### config.mk
export PLATFORM = sky130hd
export DESIGN_NAME = io_decode
export DESIGN_NICKNAME = d
export VERILOG_FILES = /design/src/gb_io_pkg.sv /design/src/io_decode.sv
export SDC_FILE = /design/constraint.sdc
export NUM_CORES = 1
export LEC_CHECK = 0
export ABC_AREA = 1
export BUFFER_PORTS_ARGS = -buffer_cell sky130_fd_sc_hd__buf_2
export CORE_UTILIZATION = 42
export DETAILED_ROUTE_END_ITERATION = 12
export PLACE_DENSITY = 0.86
export SETUP_SLACK_MARGIN = 0.3
export SYNTH_ARGS = -nofsm -noshare
export SYNTH_HDL_FRONTEND = slang
export SYNTH_SLANG_ARGS = --single-unit
### constraint.sdc
create_clock -name clk_cpu -period 1.75 [get_ports clk_cpu]
set_input_delay 0.525 -clock clk_cpu [delete_from_list [all_inputs] [get_ports clk_cpu]]
set_output_delay 0.525 -clock clk_cpu [all_outputs]
set_load 0.01 [all_outputs]
### src/gb_io_pkg.sv
// shared constants and bus types for the console I/O block
// register map, interrupt numbering, serial timing, pipeline structs
package gb_io_pkg;

	// ------------------------------
	// register addresses
	// ------------------------------
	localparam logic [15:0] ADDR_JOYP = 16'hff00; // P1 joypad
	localparam logic [15:0] ADDR_SB   = 16'hff01; // serial data
	localparam logic [15:0] ADDR_SC   = 16'hff02; // serial control
	localparam logic [15:0] ADDR_IF   = 16'hff0f; // interrupt flags
	localparam logic [15:0] ADDR_SVBK = 16'hff70; // wram bank select
	localparam logic [15:0] ADDR_IE   = 16'hffff; // interrupt enable

	// memory windows
	localparam logic [15:0] WRAM_BASE      = 16'hc000; // 8k window, bank 0 half
	localparam logic [15:0] WRAM_BANK_BASE = 16'hd000; // switchable half
	localparam logic [15:0] ZPRAM_BASE     = 16'hff80; // high ram

	localparam int unsigned WRAM_BANK_W  = 3;  // bank number bits
	localparam int unsigned WRAM_ADDR_W  = 15; // 32 KiB total
	localparam int unsigned ZPRAM_ADDR_W = 7;

	// ------------------------------
	// interrupts
	// ------------------------------
	localparam int unsigned IRQ_N = 5;

	// lower index wins
	localparam int unsigned IRQ_VBLANK = 0;
	localparam int unsigned IRQ_LCD    = 1;
	localparam int unsigned IRQ_TIMER  = 2;
	localparam int unsigned IRQ_SERIAL = 3;
	localparam int unsigned IRQ_JOYPAD = 4;

	localparam logic [7:0] IRQ_VEC_BASE = 8'h40; // rst vector of source 0
	localparam logic [7:0] IRQ_VEC_STEP = 8'h08;
	localparam logic [7:0] IRQ_VEC_NONE = 8'h55; // nothing pending

	// serial timing, one bit every 512 cpu clocks
	localparam int unsigned SERIAL_BIT_CYCLES = 512;
	localparam int unsigned SERIAL_BITS       = 8;

	// edges from rd sample to rd_valid
	localparam int unsigned READ_LATENCY = 2;

	// ------------------------------
	// bus types
	// ------------------------------
	typedef struct packed {
		logic [15:0] addr;
		logic [7:0]  wdata;
		logic        rd;
		logic        wr;
	} bus_req_t; // 26 bits

	// one-hot unit selects
	typedef struct packed {
		logic joyp;
		logic sb;
		logic sc;
		logic if_reg;
		logic ie_reg;
		logic svbk;
		logic wram;
		logic zpram;
	} io_sel_t; // 8 bits

	// decoded request, stage 1 output
	typedef struct packed {
		bus_req_t bus;
		io_sel_t  sel;
	} io_req_t; // 34 bits

	typedef logic [IRQ_N-1:0] irq_bits_t; // one bit per source

endpackage
### src/io_decode.sv
// pipeline stage 1
// registers the cpu bus and decodes the address into unit selects
`timescale 1ns/1ps

module io_decode (
	input  logic                 clk_cpu,
	input  logic                 reset,
	input  gb_io_pkg::bus_req_t  bus,
	output gb_io_pkg::io_req_t   req
);

	gb_io_pkg::io_sel_t sel; // decode of the incoming address

	// ------------------------------
	// address decode
	// ------------------------------
	always_comb begin
		sel        = '0;
		sel.joyp   = (bus.addr == gb_io_pkg::ADDR_JOYP);
		sel.sb     = (bus.addr == gb_io_pkg::ADDR_SB);
		sel.sc     = (bus.addr == gb_io_pkg::ADDR_SC);
		sel.if_reg = (bus.addr == gb_io_pkg::ADDR_IF);
		sel.ie_reg = (bus.addr == gb_io_pkg::ADDR_IE);
		sel.svbk   = (bus.addr == gb_io_pkg::ADDR_SVBK);
		// c000-dfff, no echo
		sel.wram   = ((bus.addr & 16'he000) == gb_io_pkg::WRAM_BASE);
		// ff80-fffe, ffff is IE
		sel.zpram  = ((bus.addr & 16'hff80) == gb_io_pkg::ZPRAM_BASE) &&
		             (bus.addr != gb_io_pkg::ADDR_IE);
	end

	// payload, no reset needed
	always_ff @(posedge clk_cpu) begin
		req.bus.addr  <= bus.addr;
		req.bus.wdata <= bus.wdata;
	end

	// strobes and selects
	always_ff @(posedge clk_cpu) begin
		if (reset) begin
			req.bus.rd <= 1'b0;
			req.bus.wr <= 1'b0;
			req.sel    <= '0;
		end else begin
			req.bus.rd <= bus.rd;
			req.bus.wr <= bus.wr;
			req.sel    <= sel; // unmapped -> all zero
		end
	end

endmodule

==> results.tsv <==
metric	value	unit
dpl hpwl	1580	um
Slew headroom	90.3	%
first-pass GRT wire length	3350	um
post-route cell area	1360	um2
Pleak	0.685	nW
RD Place Congestion	0.695	
initial antenna violation count	0	
unrepaired setup endpoints after global routing	no	
# nets final	174	
internal power	1.15	mW
post-CTS resize count	0	
Pwr Total	1.47	mW
antenna viol nets, final	0	
top flop regs	req (34)	
initial core utilization	46.1	%
synth warn	0	
worst slack, placed	537	ps
P per Cell Area	1090	nW/um2
most common cell after layout, fill and taps aside	buf_2	
Gate power share	7.9	%
CP top delay family	flip-flops	
syn avg cell area	12.1	um2
initial drt markers	7	
clock buffer depth	2	
I/O pin total	62	
Final Cycle Share	76.0	%
hold buffer count at CTS	0	
Fmax	0.751	GHz
GRT Util Overall	19.3	%
Biggest register	req	
CTS Buf Count	5	
PnR worst setup slack	419	ps
max cap viols	0	
Min-Delay Path Class	in2reg	
filler instances	171	
CP endpoint	req[0]	
Synth-to-Final Area Change	44.3	%
hold path cells	1	
Clock transition at path regs	100	ps
Non-Filler Instances	174	
via count	745	
vias in the first global route	773	
crit-path cells	buf_2	
sum of negative setup slack	0	ps
CTS root buf	clkbuf_4	
Clk network pwr share	37.0	%
CTS Sinks	34	
multi-input combinational cell area	230	um2
htree depth	2	
Max VDD drop	0.000842	V
Post-CTS Setup Repair Bufs	0	
Hold Slack	289	ps
Slew @ Worst Pin	144	ps
Slew Viols, Final	0	
ratio of cells with drive above 1 in the final layout	59.2	%
CP startpoint kind	register	
post-DR vias/cell	4.28	
Flop pwr share	55.1	%
CTS tree	done	
Slowest cell on crit path	dfxtp_1	
Distinct cells, synth	14	
Syn Nets	106	
Critical Path AT	810	ps
most frequent cells in the layout	buf_2, dfxtp_1, nor2_1, inv_1	
Placed Cells	166	
ant diodes	0	
Largest register FFs	34	
register area	681	um2
Placed Area	1280	um2
sequential area share after synthesis	72.3	%
CP Buf/Inv Count	1	
DR pass1 iterations	2	
Post-Route WL	1930	um
CP endpoint kind	output pin	
FF+latch count, synth	34	
critical path type	reg2out	
Overflow after GRT	0	
Core Util, Final	66.5	%
Levels on crit path	1	
Max FO, Critical Path	1	
row count	16	
die area	2430	um2
final hold vios	0	
Core Region	2040	um2
Post-Syn Area	941	um2
IO buf count	61	
Switching Fraction	21.8	%
Post-Syn Instances	78	
Die Ht	49.3	um
setup violators final	0	
Tmin final	1330	ps
pin count of the biggest net entering global routing	12	
width of the chip	49.3	um
status	finished, final reports clean	
Req. time, crit path	1220	ps
CP max stage delay	340	ps
NetSw	0.322	mW
crit path from	req[0]	
DR WL/cell	11.1	um
DRC viols	0	
-- area by class of cell --
type	instances	share of cell area [%]
sequential	34	50.1
timing repair buffer	61	22.5
multi-input combinational	36	17.0
clock inverter	3	2.95
clock buffer	5	2.76
tap	27	2.49
inverter	8	2.21
-- cell families (layout without fill, tap and decap cells) --
logic type             count (synthesis)  after routing  share of synthesized area [%]
and+or+nand+nor                       36             36                           24.5
buffers and inverters                  8             77                           3.19
DFF                                   34             34                           72.3
-- Yosys cell counts --
master	number	area, um2
nor3_2	6	60.1
nand2_2	3	18.8
inv_1	7	26.3
nor2_4	2	22.5
nand2_4	1	11.3
nand3_1	3	15.0
nor3_1	1	5.00
nand3_2	2	20.0
dfxtp_1	34	681
nor2_2	3	18.8
nand2_1	6	22.5
inv_2	1	3.75
nand4_1	1	6.26
nor2_1	8	30.0
-- power groups by stage --
stage	Combinational (mW)	Clock, mW	Sequential [mW]
after floorplan	0.0243	0	0.850
after global placement	0.114	0	0.829
after detailed placement	0.118	0	0.831
after CTS	0.119	0.565	0.813
after global routing	0.129	0.592	0.815
final	0.117	0.546	0.812
-- metal layers --
layer	vias to the layer above	part of all wire (%)	GRT usage, %
met1	316	35	17.3
met3	8	8.1	8.41
met4	0	3.2	13.2
met2	41	53	34.2
li1	380	-	-
met5	-	0	0
-- how the worst min path moves through the flow --
| stage | to | slack, ps | start |
|---|---|---|---|
| after CTS | req[12] | 270 | bus[4] |
| after global placement | req[16] | 630 | bus[8] |
| after floorplan | req[10] | 550 | bus[2] |
| after detailed placement | req[13] | 630 | bus[5] |
| final | req[12] | 290 | bus[4] |
| after global routing | req[14] | 270 | bus[6] |
Note: power is estimated with default switching activity, not from simulation.
