$ cat src/gb_io_pkg.sv
// shared constants and bus types for the console I/O block
// register map, interrupt numbering, serial timing, pipeline structs
package gb_io_pkg;

	// ------------------------------
	// register addresses
	// ------------------------------
	localparam logic [15:0] ADDR_JOYP = 16'hff00; // P1 joypad
	localparam logic [15:0] ADDR_SB   = 16'hff01; // serial data
	localparam logic [15:0] ADDR_SC   = 16'hff02; // serial control
	localparam logic [15:0] ADDR_IF   = 16'hff0f; // interrupt flags
	localparam logic [15:0] ADDR_SVBK = 16'hff70; // wram bank select
	localparam logic [15:0] ADDR_IE   = 16'hffff; // interrupt enable

	// memory windows
	localparam logic [15:0] WRAM_BASE      = 16'hc000; // 8k window, bank 0 half
	localparam logic [15:0] WRAM_BANK_BASE = 16'hd000; // switchable half
	localparam logic [15:0] ZPRAM_BASE     = 16'hff80; // high ram

	localparam int unsigned WRAM_BANK_W  = 3;  // bank number bits
	localparam int unsigned WRAM_ADDR_W  = 15; // 32 KiB total
	localparam int unsigned ZPRAM_ADDR_W = 7;

	// ------------------------------
	// interrupts
	// ------------------------------
	localparam int unsigned IRQ_N = 5;

	// lower index wins
	localparam int unsigned IRQ_VBLANK = 0;
	localparam int unsigned IRQ_LCD    = 1;
	localparam int unsigned IRQ_TIMER  = 2;
	localparam int unsigned IRQ_SERIAL = 3;
	localparam int unsigned IRQ_JOYPAD = 4;

	localparam logic [7:0] IRQ_VEC_BASE = 8'h40; // rst vector of source 0
	localparam logic [7:0] IRQ_VEC_STEP = 8'h08;
	localparam logic [7:0] IRQ_VEC_NONE = 8'h55; // nothing pending

	// serial timing, one bit every 512 cpu clocks
	localparam int unsigned SERIAL_BIT_CYCLES = 512;
	localparam int unsigned SERIAL_BITS       = 8;

	// edges from rd sample to rd_valid
	localparam int unsigned READ_LATENCY = 2;

	// ------------------------------
	// bus types
	// ------------------------------
	typedef struct packed {
		logic [15:0] addr;
		logic [7:0]  wdata;
		logic        rd;
		logic        wr;
	} bus_req_t; // 26 bits

	// one-hot unit selects
	typedef struct packed {
		logic joyp;
		logic sb;
		logic sc;
		logic if_reg;
		logic ie_reg;
		logic svbk;
		logic wram;
		logic zpram;
	} io_sel_t; // 8 bits

	// decoded request, stage 1 output
	typedef struct packed {
		bus_req_t bus;
		io_sel_t  sel;
	} io_req_t; // 34 bits

	typedef logic [IRQ_N-1:0] irq_bits_t; // one bit per source

endpackage
$ cat src/read_return.sv
// pipeline stage 3, read data select and read-valid
`timescale 1ns/1ps

module read_return (
	input  logic                clk_cpu,
	input  logic                reset,
	input  gb_io_pkg::io_sel_t  sel,        // stage 2 selects
	input  logic                rd_pending, // stage 2 read strobe
	input  logic [7:0]          joyp_byte,
	input  logic                joyp_sel,
	input  logic [7:0]          serial_byte,
	input  logic                serial_sel,
	input  logic [7:0]          irq_byte,
	input  logic                irq_sel,
	input  logic [7:0]          ram_byte,
	input  logic                ram_sel,
	output logic [7:0]          rd_data,
	output logic                rd_valid
);

	logic rd_q;     // read in unit stage
	logic mapped_q; // some unit claimed the address

	always_ff @(posedge clk_cpu) begin
		if (reset) begin
			rd_q     <= 1'b0;
			mapped_q <= 1'b0;
			rd_valid <= 1'b0;
		end else begin
			rd_q     <= rd_pending;
			mapped_q <= |sel;
			rd_valid <= rd_q; // writes never return
		end
	end

	// unit selects are one-hot, and-or mux
	always_ff @(posedge clk_cpu) begin
		if (!mapped_q)
			rd_data <= 8'hff; // open bus
		else
			rd_data <= ({8{joyp_sel}}   & joyp_byte)   |
			           ({8{serial_sel}} & serial_byte) |
			           ({8{irq_sel}}    & irq_byte)    |
			           ({8{ram_sel}}    & ram_byte);
	end

endmodule

$ cat config.mk
export PLATFORM = sky130hd
export DESIGN_NAME = read_return
export DESIGN_NICKNAME = d
export VERILOG_FILES = /design/src/gb_io_pkg.sv /design/src/read_return.sv
export SDC_FILE = /design/constraint.sdc
export NUM_CORES = 1
export LEC_CHECK = 0
export CAP_MARGIN = 20
export CORE_AREA = 2 2 39 41
export CTS_BUF_LIST = sky130_fd_sc_hd__clkbuf_4 sky130_fd_sc_hd__clkbuf_8
export DETAILED_ROUTE_END_ITERATION = 16
export DIE_AREA = 0 0 41 43
export DONT_BUFFER_PORTS = 1
export SKIP_LAST_GASP = 1
export SYNTH_ARGS = -nofsm -noshare
export SYNTH_HDL_FRONTEND = slang
export SYNTH_SLANG_ARGS = --single-unit
$ cat constraint.sdc
create_clock -name clk_cpu -period 1.8 [get_ports clk_cpu]
set_clock_uncertainty 0.05 [all_clocks]
set_input_delay 0.27 -clock clk_cpu [delete_from_list [all_inputs] [get_ports clk_cpu]]
set_output_delay 0.27 -clock clk_cpu [all_outputs]
set_load 0.01 [all_outputs]
==> flow_summary.ini <==
[power]
p_per_area_mw_per_mm2 = 1050
p_leak_nw = 0.163
vdd_drop_max_mv = 0.229

[synth]
synthTopCellsByArea = dfxtp_1 52%, a222oi_1 19%, nand3_1 9.5%, nand2_1 7.1%, clkbuf_2 3.6%
syn-instance-count = 45
yosysTopAreaCell = dfxtp_1
syn_nets = 92
avgSynthCellArea_um2 = 9.40
seq_area_frac_synth_pct = 52.1
syn_area_um2 = 423
synth_top_area_share_pct = 52.1
ys_types = 10
synth_xor_area_share_pct = 0
ys_ff_latch = 11
synth-compound-area-share_pct = 20.1
synth_top_family_by_area = simple AND/OR/NAND/NOR gates
yosys-mux-area-fraction_pct = 0
synthAdderAreaFrac_pct = 0
yosys_warnings = 0
synth-simple-area-share_pct = 22.5

[worst_setup_path]
critPathKind = reg -> out
startpoint_type = register
cp_data_arrival_time_ns = 0.63
path_max_fanout = 1
required_ns = 1.48
end_kind = output pin

[global_routing]
grt_usage_pct = 13.1
overflow = 0
grt_first_pass_wirelength_um = 1520
grt_max_degree = 9
grt_pass1_vias = 394
antenna_found_initial = 0

[clock_network]
cts_hold_buf = 0
numCtsBuffers = 3
cts_root_buf = clkbuf_4
clk_pin_slew_ns = 0.07
clock_tree.buffer_depth = 2
cts.sinks = 11
cts_tree = built
htreeDepth = 1
insertion_delay_ns = 0.26
cts_resized = 0
cts_setup_buffers = 0

[run]
cap_violations = 0

[cells_and_area]
fin_nets = 92
area.growth.synth_to_final_pct = 6.51
drive_gt1_share_pct = 9.09
layoutNonFillerInstCount = 60
layout_commonest_cell = dfxtp_1
antennaDiodeCount = 0
design_area_um2 = 450
fin_util_pct = 32.5
mostFrequentLayoutCells = 11 x dfxtp_1, 8 x a222oi_1, 8 x nand2_1, 8 x nand3_1, 4 x clkbuf_4

[detailed_routing]
vias = 398
drt-initial-drc-count = 19
dr.pass1.iters = 4
route.detailed.drc = 0
viasPerCell = 6.63
ant_nets = 0
wirelength_um = 1060
wl_per_cell_um = 17.7

[timing]
timing.final.crit_share_pct = 52.6
slew_viol_final = 0
grt_setup_unrepaired = false
tightest_slew_ns = 0.310
clock.fmax_mhz = 1060
relSlewSlack_pct = 79.3
holdWs_ns = 0.0226
timing.final.hold_violations = 0
final.setup.tns_ns = 0
setup_viol = 0
post-route-min-period_ns = 0.947

[placed_design]
port-buffer-count = 0
finalWeightedCongestion = 0.618
dpl-instance-area_um2 = 420
dp.cells = 56

[worst_hold_path]
worst_hold_path_type = in -> reg

[floorplanning]
start_util_pct = 30.6
design.die.area_mm2 = 0.00176
num_rows = 14
die_h_um = 43
io_pins = 56
die_w_um = 41
core-area_mm2 = 0.00138

[outcome]
status = finished clean
-- report_power, final --
| part | switching (mW) | internal, mW | leakage (nW) |
|---|---|---|---|
| Clock | 0.0748 | 0.101 | 0.0184 |
| Combinational | 0.00917 | 0.0173 | 0.0537 |
| Sequential | 0.0132 | 0.258 | 0.0912 |
| Total | 0.0972 | 0.376 | 0.163 |
-- flip-flops by register name, indices dropped and copies added (netlist names) --
signal,flops
rd_q,1
rd_data,8
rd_valid,1
mapped_q,1
-- path summary, 6_finish.rpt --
check,startpoint,end,slack [ns],cells past startpoint
max reg2reg,mapped_q$_SDFF_PP0_,rd_data[1]$_SDFF_PN1_,1.05,1
min,reset,mapped_q$_SDFF_PP0_,0.02,1
min reg2reg,rd_q$_SDFF_PP0_,rd_valid$_SDFF_PP0_,0.40,1
max,rd_data[5]$_SDFF_PN1_,rd_data[5],0.85,0
-- cells by family (layout without fill, tap and decap cells) --
group                  count (synthesis)  count (layout)
AOI/OAI and AO/OA                      9               9
buffers and inverters                  5               4
and+or+nand+nor                       20              20
DFF                                   11              11
-- synthesized netlist by cell type --
cell type	n
buf_1	1
nand2_1	8
a21oi_1	1
clkbuf_1	1
a222oi_1	8
nor2b_1	2
dfxtp_1	11
nand3_1	8
clkbuf_2	3
nor4_1	2
-- through the flow --
stage	setup slack (ns)	total power [mW]
final	0.853	0.473
after global routing	0.818	0.501
after CTS	0.832	0.484
after detailed placement	0.882	0.304
after global placement	0.877	0.304
after floorplan	0.806	0.309
-- area by class of cell --
type | count | area, um2
flip-flops and latches | 11 | 220
well taps | 16 | 20.0
fillers | 153 | 933
clock buffers | 4 | 30.0
multi-input cells | 29 | 180
-- routing by layer --
| layer | GRT usage [%] | share of wire [%] |
|---|---|---|
| met1 | 11.6 | 33 |
| met3 | 3.14 | 8.5 |
| met4 | 8.00 | 1.3 |
| met5 | 0 | 0 |
| met2 | 23.8 | 57 |
(Power assumes the default switching activity.)
