`config.mk`:
```
export PLATFORM = sky130hd
export DESIGN_NAME = joypad_port
export DESIGN_NICKNAME = d
export VERILOG_FILES = /design/src/gb_io_pkg.sv /design/src/joypad_port.sv
export SDC_FILE = /design/constraint.sdc
export NUM_CORES = 1
export LEC_CHECK = 0
export BUFFER_PORTS_ARGS = -buffer_cell sky130_fd_sc_hd__clkbuf_2
export CORE_UTILIZATION = 35
export DETAILED_ROUTE_END_ITERATION = 12
export PLACE_DENSITY_LB_ADDON = 0.1
export SYNTH_ARGS = -nofsm -noshare
export SYNTH_HDL_FRONTEND = slang
export SYNTH_SLANG_ARGS = --single-unit
```
`constraint.sdc`:
```
create_clock -name clk_cpu -period 0.8 [get_ports clk_cpu]
set_input_delay 0 -clock clk_cpu [delete_from_list [all_inputs] [get_ports clk_cpu]]
set_output_delay 0 -clock clk_cpu [all_outputs]
set_load 0.02 [all_outputs]
```
`src/gb_io_pkg.sv`:
```
// shared constants and bus types for the console I/O block
// register map, interrupt numbering, serial timing, pipeline structs
package gb_io_pkg;

	// ------------------------------
	// register addresses
	// ------------------------------
	localparam logic [15:0] ADDR_JOYP = 16'hff00; // P1 joypad
	localparam logic [15:0] ADDR_SB   = 16'hff01; // serial data
	localparam logic [15:0] ADDR_SC   = 16'hff02; // serial control
	localparam logic [15:0] ADDR_IF   = 16'hff0f; // interrupt flags
	localparam logic [15:0] ADDR_SVBK = 16'hff70; // wram bank select
	localparam logic [15:0] ADDR_IE   = 16'hffff; // interrupt enable

	// memory windows
	localparam logic [15:0] WRAM_BASE      = 16'hc000; // 8k window, bank 0 half
	localparam logic [15:0] WRAM_BANK_BASE = 16'hd000; // switchable half
	localparam logic [15:0] ZPRAM_BASE     = 16'hff80; // high ram

	localparam int unsigned WRAM_BANK_W  = 3;  // bank number bits
	localparam int unsigned WRAM_ADDR_W  = 15; // 32 KiB total
	localparam int unsigned ZPRAM_ADDR_W = 7;

	// ------------------------------
	// interrupts
	// ------------------------------
	localparam int unsigned IRQ_N = 5;

	// lower index wins
	localparam int unsigned IRQ_VBLANK = 0;
	localparam int unsigned IRQ_LCD    = 1;
	localparam int unsigned IRQ_TIMER  = 2;
	localparam int unsigned IRQ_SERIAL = 3;
	localparam int unsigned IRQ_JOYPAD = 4;

	localparam logic [7:0] IRQ_VEC_BASE = 8'h40; // rst vector of source 0
	localparam logic [7:0] IRQ_VEC_STEP = 8'h08;
	localparam logic [7:0] IRQ_VEC_NONE = 8'h55; // nothing pending

	// serial timing, one bit every 512 cpu clocks
	localparam int unsigned SERIAL_BIT_CYCLES = 512;
	localparam int unsigned SERIAL_BITS       = 8;

	// edges from rd sample to rd_valid
	localparam int unsigned READ_LATENCY = 2;

	// ------------------------------
	// bus types
	// ------------------------------
	typedef struct packed {
		logic [15:0] addr;
		logic [7:0]  wdata;
		logic        rd;
		logic        wr;
	} bus_req_t; // 26 bits

	// one-hot unit selects
	typedef struct packed {
		logic joyp;
		logic sb;
		logic sc;
		logic if_reg;
		logic ie_reg;
		logic svbk;
		logic wram;
		logic zpram;
	} io_sel_t; // 8 bits

	// decoded request, stage 1 output
	typedef struct packed {
		bus_req_t bus;
		io_sel_t  sel;
	} io_req_t; // 34 bits

	typedef logic [IRQ_N-1:0] irq_bits_t; // one bit per source

endpackage
```
`src/joypad_port.sv`:
```
// joypad P1 register, button matrix read and press detect
`timescale 1ns/1ps

module joypad_port (
	input  logic                clk_cpu,
	input  logic                reset,
	input  gb_io_pkg::io_req_t  req,
	input  logic [7:0]          joystick, // 1 = pressed
	output logic [7:0]          rd_byte,
	output logic                rd_sel,
	output logic                press
);

	logic [1:0] p54;       // P15/P14 select, 1 = group off
	logic [3:0] joy_dir;   // right left up down, active low
	logic [3:0] joy_act;   // a b select start, active low
	logic [7:0] hist1;
	logic [7:0] hist2;

	// group lines float high when deselected
	assign joy_dir = ~{joystick[2], joystick[3], joystick[1], joystick[0]} | {4{p54[0]}};
	assign joy_act = ~{joystick[7], joystick[6], joystick[5], joystick[4]} | {4{p54[1]}};

	always_ff @(posedge clk_cpu) begin
		if (reset)
			p54 <= 2'b00;
		else if (req.sel.joyp && req.bus.wr)
			p54 <= req.bus.wdata[5:4]; // only select bits writable
	end

	// read path
	always_ff @(posedge clk_cpu) begin
		rd_byte <= {2'b11, p54, joy_dir & joy_act};
		if (reset)
			rd_sel <= 1'b0;
		else
			rd_sel <= req.sel.joyp;
	end

	// line history, idle high
	always_ff @(posedge clk_cpu) begin
		if (reset) begin
			hist1 <= '1;
			hist2 <= '1;
		end else begin
			hist1 <= {joy_dir, joy_act};
			hist2 <= hist1;
		end
	end

	assign press = |(hist2 & ~hist1); // any high-to-low line

endmodule

```
==> flow_metrics.env <==
export IMPL_final_util_pct=56.7
export IMPL_final_fill_count=191
export IMPL_status="finished, violations left"
export IMPL_seqCellArea_um2=509
export IMPL_cts_root_buf="clkbuf_4"
export IMPL_min_to="hist2[6]"
export IMPL_die_w_um=48.6
export IMPL_power_density_mw_per_mm2=1910
export IMPL_holdPathStages=2
export IMPL_cts_buffer_depth=2
export IMPL_fin_cells=140
export IMPL_yosys_area_top_type="dfxtp_1"
export IMPL_place_area_um2=888
export IMPL_yosys_warnings=0
export IMPL_setup_viol=1
export IMPL_finClkSkew_ps=1.14
export IMPL_die_h_um=48.6
export IMPL_grt_pass1_vias=576
export IMPL_syn_to_final_growth_pct=49.2
export IMPL_clk_pin_slew_ps=120
export IMPL_dieArea_mm2=0.00236
export IMPL_postRouteAntennaNets=0
export IMPL_dp_hpwl_um=894
export IMPL_drc=0
export IMPL_finalHoldViolCount=0
export IMPL_report_power_total_mw=2.17
export IMPL_drtIter0Drc=8
export IMPL_finalWeightedCongestion=0.665
export IMPL_clock_latency_ps=300
export IMPL_timing_rr_end="hist1[0]"
export IMPL_cp_arrival_ps=1410
export IMPL_grt_max_degree=14
export IMPL_layout_drive_gt1_share_pct=37.2
export IMPL_numCtsBuffers=3
export IMPL_wirelength_um=1360
export IMPL_hold_path_class="input pin to flop"
export IMPL_vias=595
export IMPL_timing_rr_start="p54[1]"
export IMPL_synth_cell_types=12
export IMPL_fin_crit_ps=1410
export IMPL_endpoint_kind="primary output"
export IMPL_syn_inst=76
export IMPL_r2r_slack_ps=80
export IMPL_port_buffer_count=21
export IMPL_wl_per_cell_um=9.69
export IMPL_dp_cells=122
export IMPL_final_cell_mix="18 x dfxtp_1, 14 x dlygate4sd3_1, 13 x clkbuf_2"
export IMPL_path_class="flop to primary output"
export IMPL_firstDrtPassIters=3
export IMPL_worst_slack_ps=-610
export IMPL_final_common_cell="dfxtp_1"
export IMPL_slew_violations=0
export IMPL_drv_cap=0
export IMPL_grt_pass1_wl_um=2340
export IMPL_peakVddDrop_mv=1.03
export IMPL_coreArea_mm2=0.00200
export IMPL_start_util_pct=38.0
export IMPL_path_max_fanout=2
export IMPL_synth_area_leaders="dfxtp_1 66%, or2_2 6.6%, inv_1 4.9%"
export IMPL_post_route_period_util_pct=176
export IMPL_violations="setup timing"
export IMPL_htreeDepth=1
export IMPL_antenna_cells=0
export IMPL_viasPerCell=4.25
export IMPL_required_ps=800
export IMPL_top_level_ports=54
export IMPL_multiInputGateArea_um2=218
export IMPL_fin_nets=158
export IMPL_clock_sinks=25
export IMPL_seq_area_frac_synth_pct=65.8
export IMPL_startpoint_type="flop"
export IMPL_grt_usage_pct=13.3
export IMPL_holdCritStartpoint="reset"
export IMPL_syn_area_per_cell_um2=10.0
export IMPL_antenna_found_initial=0
export IMPL_cts_tree="yes"
export IMPL_row_count=16
export IMPL_netlist_area_um2=761
export IMPL_power_leakage_nw=0.544
export IMPL_synth_top_area_share_pct=65.8
export IMPL_grt_overflow=0
export IMPL_grt_setup_unrepaired="yes"
export IMPL_fin_area_mm2=0.00113
export IMPL_rr_worst_depth=2
export IMPL_ys_seq_elements=25
export IMPL_fmax_mhz=709
-- registers in the layout, summed over array words and instances, names as in the netlist --
signal and count:
hist1 8, hist2 8, p54 2, rd_sel 1
rd_byte 6
-- worst max-delay path by stage --
| stage | from | to | depth (start not counted) |
|---|---|---|---|
| floorplan | hist2[3] | press | 3 |
| global placement | hist2[2] | press | 4 |
| detailed placement | hist2[2] | press | 4 |
| CTS | hist2[2] | press | 4 |
| global route | hist2[6] | press | 4 |
| finish | hist1[6] | press | 3 |
-- per-layer routing --
layer | GRT usage [%] | vias up | share of wire (%)
met5 | 0 | - | 0
met4 | 9.31 | 0 | 1.1
met3 | 3.14 | 2 | 3.2
met2 | 22.5 | 13 | 53
met1 | 14.5 | 268 | 43
li1 | - | 312 | -
-- stage by stage --
| step | hold slack (ps) | TNS (ps) | setup slack (ps) |
|---|---|---|---|
| detailed placement | 198 | -281 | -281 |
| global placement | 197 | -264 | -264 |
| floorplan | 71.6 | -146 | -146 |
| CTS | 37.0 | -641 | -641 |
| global route | 53.0 | -686 | -674 |
| finish | 38.1 | -610 | -610 |
-- cells in the mapped netlist --
cell       n
dfxtp_1   25
inv_1     10
or2_2      8
nand2_1    7
a21oi_1    6
nand3_1    6
nor2b_1    5
o22ai_1    4
buf_4      2
clkbuf_1   1
conb_1     1
or4_1      1
-- report_power, final --
part           leakage (nW)  internal, mW  switching (mW)
registers             0.209          1.32          0.0334
logic                 0.321         0.176           0.127
clock network        0.0150         0.194           0.322
-- final cells by class --
class / instances / area share [%]
multi-input cells: 39 / 19.2
repair buffers: 35 / 27.3
clock buffers: 4 / 2.32
flip-flops and latches: 25 / 44.9
inverters: 10 / 3.31
well taps: 27 / 2.98
-- critical path, cell delays in order, from the launching register on --
cell	delay, ps
dfxtp_1	360
o22ai_2	90
or4_4	530
buf_6	140
-- what timing repair did --
item | in CTS | in global routing
hold endpoints to repair | 15 | 0
setup endpoints to repair | 7 | 10
setup buffers | 0 | 0
pin swaps | 0 | 2
hold buffers | 14 | 0
cloned | 0 | 0
resized for setup | 14 | 18
-- kinds of logic after synthesis --
kind of cell | share of synthesized area, %
other | 0.493
DFF | 65.8
and+or+nand+nor | 19.1
buffers and inverters | 7.40
AOI/OAI and AO/OA | 7.24
Note: power is estimated with default switching activity, not from simulation.
