File: src/gb_io_pkg.sv
// shared constants and bus types for the console I/O block
// register map, interrupt numbering, serial timing, pipeline structs
package gb_io_pkg;

	// ------------------------------
	// register addresses
	// ------------------------------
	localparam logic [15:0] ADDR_JOYP = 16'hff00; // P1 joypad
	localparam logic [15:0] ADDR_SB   = 16'hff01; // serial data
	localparam logic [15:0] ADDR_SC   = 16'hff02; // serial control
	localparam logic [15:0] ADDR_IF   = 16'hff0f; // interrupt flags
	localparam logic [15:0] ADDR_SVBK = 16'hff70; // wram bank select
	localparam logic [15:0] ADDR_IE   = 16'hffff; // interrupt enable

	// memory windows
	localparam logic [15:0] WRAM_BASE      = 16'hc000; // 8k window, bank 0 half
	localparam logic [15:0] WRAM_BANK_BASE = 16'hd000; // switchable half
	localparam logic [15:0] ZPRAM_BASE     = 16'hff80; // high ram

	localparam int unsigned WRAM_BANK_W  = 3;  // bank number bits
	localparam int unsigned WRAM_ADDR_W  = 15; // 32 KiB total
	localparam int unsigned ZPRAM_ADDR_W = 7;

	// ------------------------------
	// interrupts
	// ------------------------------
	localparam int unsigned IRQ_N = 5;

	// lower index wins
	localparam int unsigned IRQ_VBLANK = 0;
	localparam int unsigned IRQ_LCD    = 1;
	localparam int unsigned IRQ_TIMER  = 2;
	localparam int unsigned IRQ_SERIAL = 3;
	localparam int unsigned IRQ_JOYPAD = 4;

	localparam logic [7:0] IRQ_VEC_BASE = 8'h40; // rst vector of source 0
	localparam logic [7:0] IRQ_VEC_STEP = 8'h08;
	localparam logic [7:0] IRQ_VEC_NONE = 8'h55; // nothing pending

	// serial timing, one bit every 512 cpu clocks
	localparam int unsigned SERIAL_BIT_CYCLES = 512;
	localparam int unsigned SERIAL_BITS       = 8;

	// edges from rd sample to rd_valid
	localparam int unsigned READ_LATENCY = 2;

	// ------------------------------
	// bus types
	// ------------------------------
	typedef struct packed {
		logic [15:0] addr;
		logic [7:0]  wdata;
		logic        rd;
		logic        wr;
	} bus_req_t; // 26 bits

	// one-hot unit selects
	typedef struct packed {
		logic joyp;
		logic sb;
		logic sc;
		logic if_reg;
		logic ie_reg;
		logic svbk;
		logic wram;
		logic zpram;
	} io_sel_t; // 8 bits

	// decoded request, stage 1 output
	typedef struct packed {
		bus_req_t bus;
		io_sel_t  sel;
	} io_req_t; // 34 bits

	typedef logic [IRQ_N-1:0] irq_bits_t; // one bit per source

endpackage
File: src/serial_port.sv
// dummy serial port: SB, SC and the timed transfer-done pulse
`timescale 1ns/1ps

module serial_port (
	input  logic                clk_cpu,
	input  logic                reset,
	input  gb_io_pkg::io_req_t  req,
	output logic [7:0]          rd_byte,
	output logic                rd_sel,
	output logic                done
);

	logic sc_start;      // SC bit 7, transfer busy
	logic sc_shiftclock; // SC bit 0, internal clock
	logic [$clog2(gb_io_pkg::SERIAL_BIT_CYCLES)-1:0] div;  // bit period
	logic [$clog2(gb_io_pkg::SERIAL_BITS+1)-1:0]     bits; // bits left
	logic sc_wr;

	assign sc_wr = req.sel.sc && req.bus.wr;

	// ------------------------------
	// transfer timing
	// ------------------------------
	always_ff @(posedge clk_cpu) begin
		if (reset) begin
			sc_start      <= 1'b0;
			sc_shiftclock <= 1'b0;
			div           <= '1;
			bits          <= '0;
			done          <= 1'b0;
		end else begin
			done <= 1'b0; // single cycle pulse
			if (sc_wr) begin
				sc_start      <= req.bus.wdata[7];
				sc_shiftclock <= req.bus.wdata[0];
				if (req.bus.wdata[7]) begin
					div  <= $bits(div)'(gb_io_pkg::SERIAL_BIT_CYCLES - 1);
					bits <= $bits(bits)'(gb_io_pkg::SERIAL_BITS);
				end
			end else if (sc_start && sc_shiftclock) begin
				div <= div - 1'b1; // wraps every bit period
				if (div == '0 && bits != '0)
					bits <= bits - 1'b1;
				if (bits == '0) begin
					done     <= 1'b1; // raise serial irq
					sc_start <= 1'b0;
				end
			end
		end
	end

	// SB is not backed by storage, reads FF
	always_ff @(posedge clk_cpu) begin
		rd_byte <= req.sel.sc ? {sc_start, 6'h3f, sc_shiftclock} : 8'hff;
		if (reset)
			rd_sel <= 1'b0;
		else
			rd_sel <= req.sel.sb | req.sel.sc;
	end

endmodule

File: config.mk
export PLATFORM = sky130hd
export DESIGN_NAME = serial_port
export DESIGN_NICKNAME = d
export VERILOG_FILES = /design/src/gb_io_pkg.sv /design/src/serial_port.sv
export SDC_FILE = /design/constraint.sdc
export NUM_CORES = 1
export LEC_CHECK = 0
export BUFFER_PORTS_ARGS = -buffer_cell sky130_fd_sc_hd__buf_4
export CORE_ASPECT_RATIO = 1.75
export CORE_MARGIN = 2
export CORE_UTILIZATION = 35
export CTS_CLUSTER_SIZE = 20
export DETAILED_ROUTE_END_ITERATION = 6
export SYNTH_ARGS = -nofsm -noshare
export SYNTH_HDL_FRONTEND = slang
export SYNTH_SLANG_ARGS = --single-unit
File: constraint.sdc
create_clock -name clk_cpu -period 5.7 [get_ports clk_cpu]
set_clock_uncertainty 0.05 [all_clocks]
set_input_delay 0.855 -clock clk_cpu [delete_from_list [all_inputs] [get_ports clk_cpu]]
set_output_delay 0.855 -clock clk_cpu [all_outputs]
set_load 0.01 [all_outputs]
==> flow_metrics.py <==
metrics = {
    "timing": {
        "timing.final.hold_violations": 0,
        "period_utilization_pct": 41.6,
        "setup_tns_ps": 0,
        "worst_slew_margin_rel_pct": 51.7,
        "fmax_ghz": 0.422,
        "max_slew.worst_pin.slew_ps": 721,
        "slew_viol_final": 0,
        "layout_min_cycle_time_ps": 2370,
        "fin_worst_hold_slack_ps": 418,
        "setup_repair_after_global_routing_missed_its_margin": "false",
        "finalSetupViolations": 0,
    },
    "drt": {
        "post_drt_via_cell_ratio": 5.38,
        "vias": 753,
        "drt.antenna.violating_nets": 0,
        "drc": 0,
        "dr.first_iter.drc_count": 11,
        "dr.pass1.iters": 4,
        "wire_per_inst_um": 12.3,
        "route.final.wire_length_um": 1720,
    },
    "yosys": {
        "top_flip_flop_cell_by_instance_count_after_synthesis": "dfxtp_1",
        "ys_async_sr_fraction_pct": 0,
        "synth_top_cell_area_share_pct": 41.4,
        "synthTopCellsByArea": "dfxtp_1, buf_4, ha_1",
        "synthesis.area_per_instance_um2": 8.75,
        "ys_seq_area_share_pct": 41.4,
        "ys_top_cells_by_count": "dfxtp_1, inv_1, nand2_1",
        "post_synth_design_cell_area_um2": 918,
        "yosys_warns": 0,
        "edff_count_synth": 0,
        "leading_area_contributor_after_synthesis": "dfxtp_1",
        "ys_ff_latch": 19,
        "ys_types": 35,
        "syn_inst": 105,
        "yosysMostFrequentCell": "dfxtp_1",
    },
    "power_and_ir_drop": {
        "p_leak_nw": 0.410,
        "power.density_nw_per_um2": 240,
        "vdd.ir_drop.worst_mv": 0.144,
    },
    "global_routing": {
        "globalRouteOverflowTotal": 0,
        "grtUsageTotal_pct": 12.8,
        "grt_first_pass_wirelength_um": 3110,
        "antenna_violations_before_repair": 0,
        "grt_start_max_net_pins": 11,
        "number_of_global_route_vias_before_repair": 746,
    },
    "clocking": {
        "tritoncts": "built",
        "postCtsSetupBuffers": 0,
        "post_cts_hold_buffer_count": 0,
        "clock_pin_slew_on_the_worst_setup_and_hold_paths_ps": 70,
        "ctsLongestPathBuffers": 2,
        "ctsRootBufferMaster": "clkbuf_8",
        "cts_resized": 0,
        "worst_skew_pair.late_latency_ps": 250,
        "total_cts_buffers": 3,
        "clock_tree.htree_level_count": 1,
        "sink_count": 19,
    },
    "placement": {
        "port_buffers": 10,
        "place_congestion": 0.778,
        "dp_hpwl_um": 1350,
    },
    "die": {
        "fp.dieArea_um2": 3070,
        "ios": 46,
        "start_util_pct": 36.8,
        "die_x_um": 42.7,
        "core-area_um2": 2490,
        "die_height_um": 71.8,
        "core.rowCount": 24,
    },
    "worst_setup_path": {
        "worstSetupPathType": "in2reg",
        "critical_path_required_ps": 5830,
        "dominant_delay_contributor_by_cell_family_on_the_critical_path": "simple AND/OR/NAND/NOR gates",
        "timing.critical_path.slowest_cell_delay_ps": 580,
        "endpoint_kind": "register",
        "critical_path.slowest_cell": "or4_4",
        "cp_cell_sequence": "buf_4, a21bo_2, or4_4, or4_1, a31oi_1",
        "crit_path_start_kind": "primary input",
        "timing.reg2reg.setup_slack_ps": 3390,
        "cp_num_buf_inv": 1,
        "critPathArrivalTime_ps": 2500,
        "maximum_net_fanout_on_the_critical_path": 9,
    },
    "cells_and_area": {
        "antenna-diode-count": 0,
        "area_growth_syn_to_layout_pct": 11.3,
        "drive_gt1_share_pct": 17.5,
        "fin_nets": 154,
    },
    "run": {
        "max_cap_viol_count": 0,
    },
    "min_path": {
        "hp-class": "reg2reg",
    },
    "run_status": {
        "status": "finished, final reports clean",
    },
}
==> cells by family after synthesis <==
group / synth area share [%]
xor gates and xnor gates: 1.91
adders and majority gates: 4.09
and+or+nand+nor: 24.3
buffers and inverters: 10.6
AOI/OAI and AO/OA: 17.3
other: 0.408
DFF: 41.4
==> cells in the final DEF, fill, tap and decap left out, drive strengths merged, types with 2 or more instances in the layout <==
cell	n
ha	3
and4	3
inv	8
o211ai	3
nor3	2
a31oi	5
or3	4
buf	10
nor3b	2
dfxtp	19
nand3	6
or4	4
o31ai	3
a21oi	4
o21ai	6
conb	6
nand2	7
clkbuf	4
nor2	4
==> final timing paths <==
path	to	cells past startpoint	startpoint
setup reg to reg	bits[3]$_SDFFE_PP0P_	6	div[0]$_SDFFE_PP1P_
setup / recovery	bits[3]$_SDFFE_PP0P_	5	req[5]
hold / removal	rd_byte[7]$_SDFF_PN1_	1	sc_start$_SDFFE_PP0P_
hold reg to reg	rd_byte[7]$_SDFF_PN1_	1	sc_start$_SDFFE_PP0P_
==> registers in the layout (all words and copies together), names as in the netlist <==
signal	count
rd_byte	2
div	9
done	1
sc_shiftclock	1
rd_sel	1
bits	4
sc_start	1
==> per-stage QoR <==
| step | cells | setup WS (ps) | power (mW) | cell area (µm²) | utilization, % |
|---|---|---|---|---|---|
| CTS | 140 | 3330 | 0.248 | 1020 | 41.0 |
| global route | 140 | 3290 | 0.257 | 1020 | 41.0 |
| finish | 140 | 3330 | 0.245 | 1020 | 41.0 |
| global placement | 136 | 3080 | 0.157 | 977 | 39.2 |
| floorplan | 110 | 3050 | 0.152 | 937 | - |
| detailed placement | 136 | 3080 | 0.157 | 977 | 39.2 |
==> cell type report <==
type	count	area, µm²
inverter	8	30.0
timing repair buffer	10	75.1
sequential	19	380
fill	267	1470
clock buffer	4	45.0
tap	26	32.5
multi-input combinational	73	459
==> power by group <==
part / leakage (nW) / total (mW) / switching (mW) / internal [mW]
clock: 0.0228 / 0.0914 / 0.0418 / 0.0496
sequential: 0.155 / 0.137 / 0.00123 / 0.135
combinational: 0.232 / 0.0172 / 0.0100 / 0.00718
==> layer usage <==
metal,global-route usage [%],up-vias,routed length [µm]
li1,-,385,-
met1,14.3,354,702
met2,23.2,10,946
met3,2.27,4,43
met4,5.21,0,26
met5,0,-,0
(Power assumes the default switching activity.)
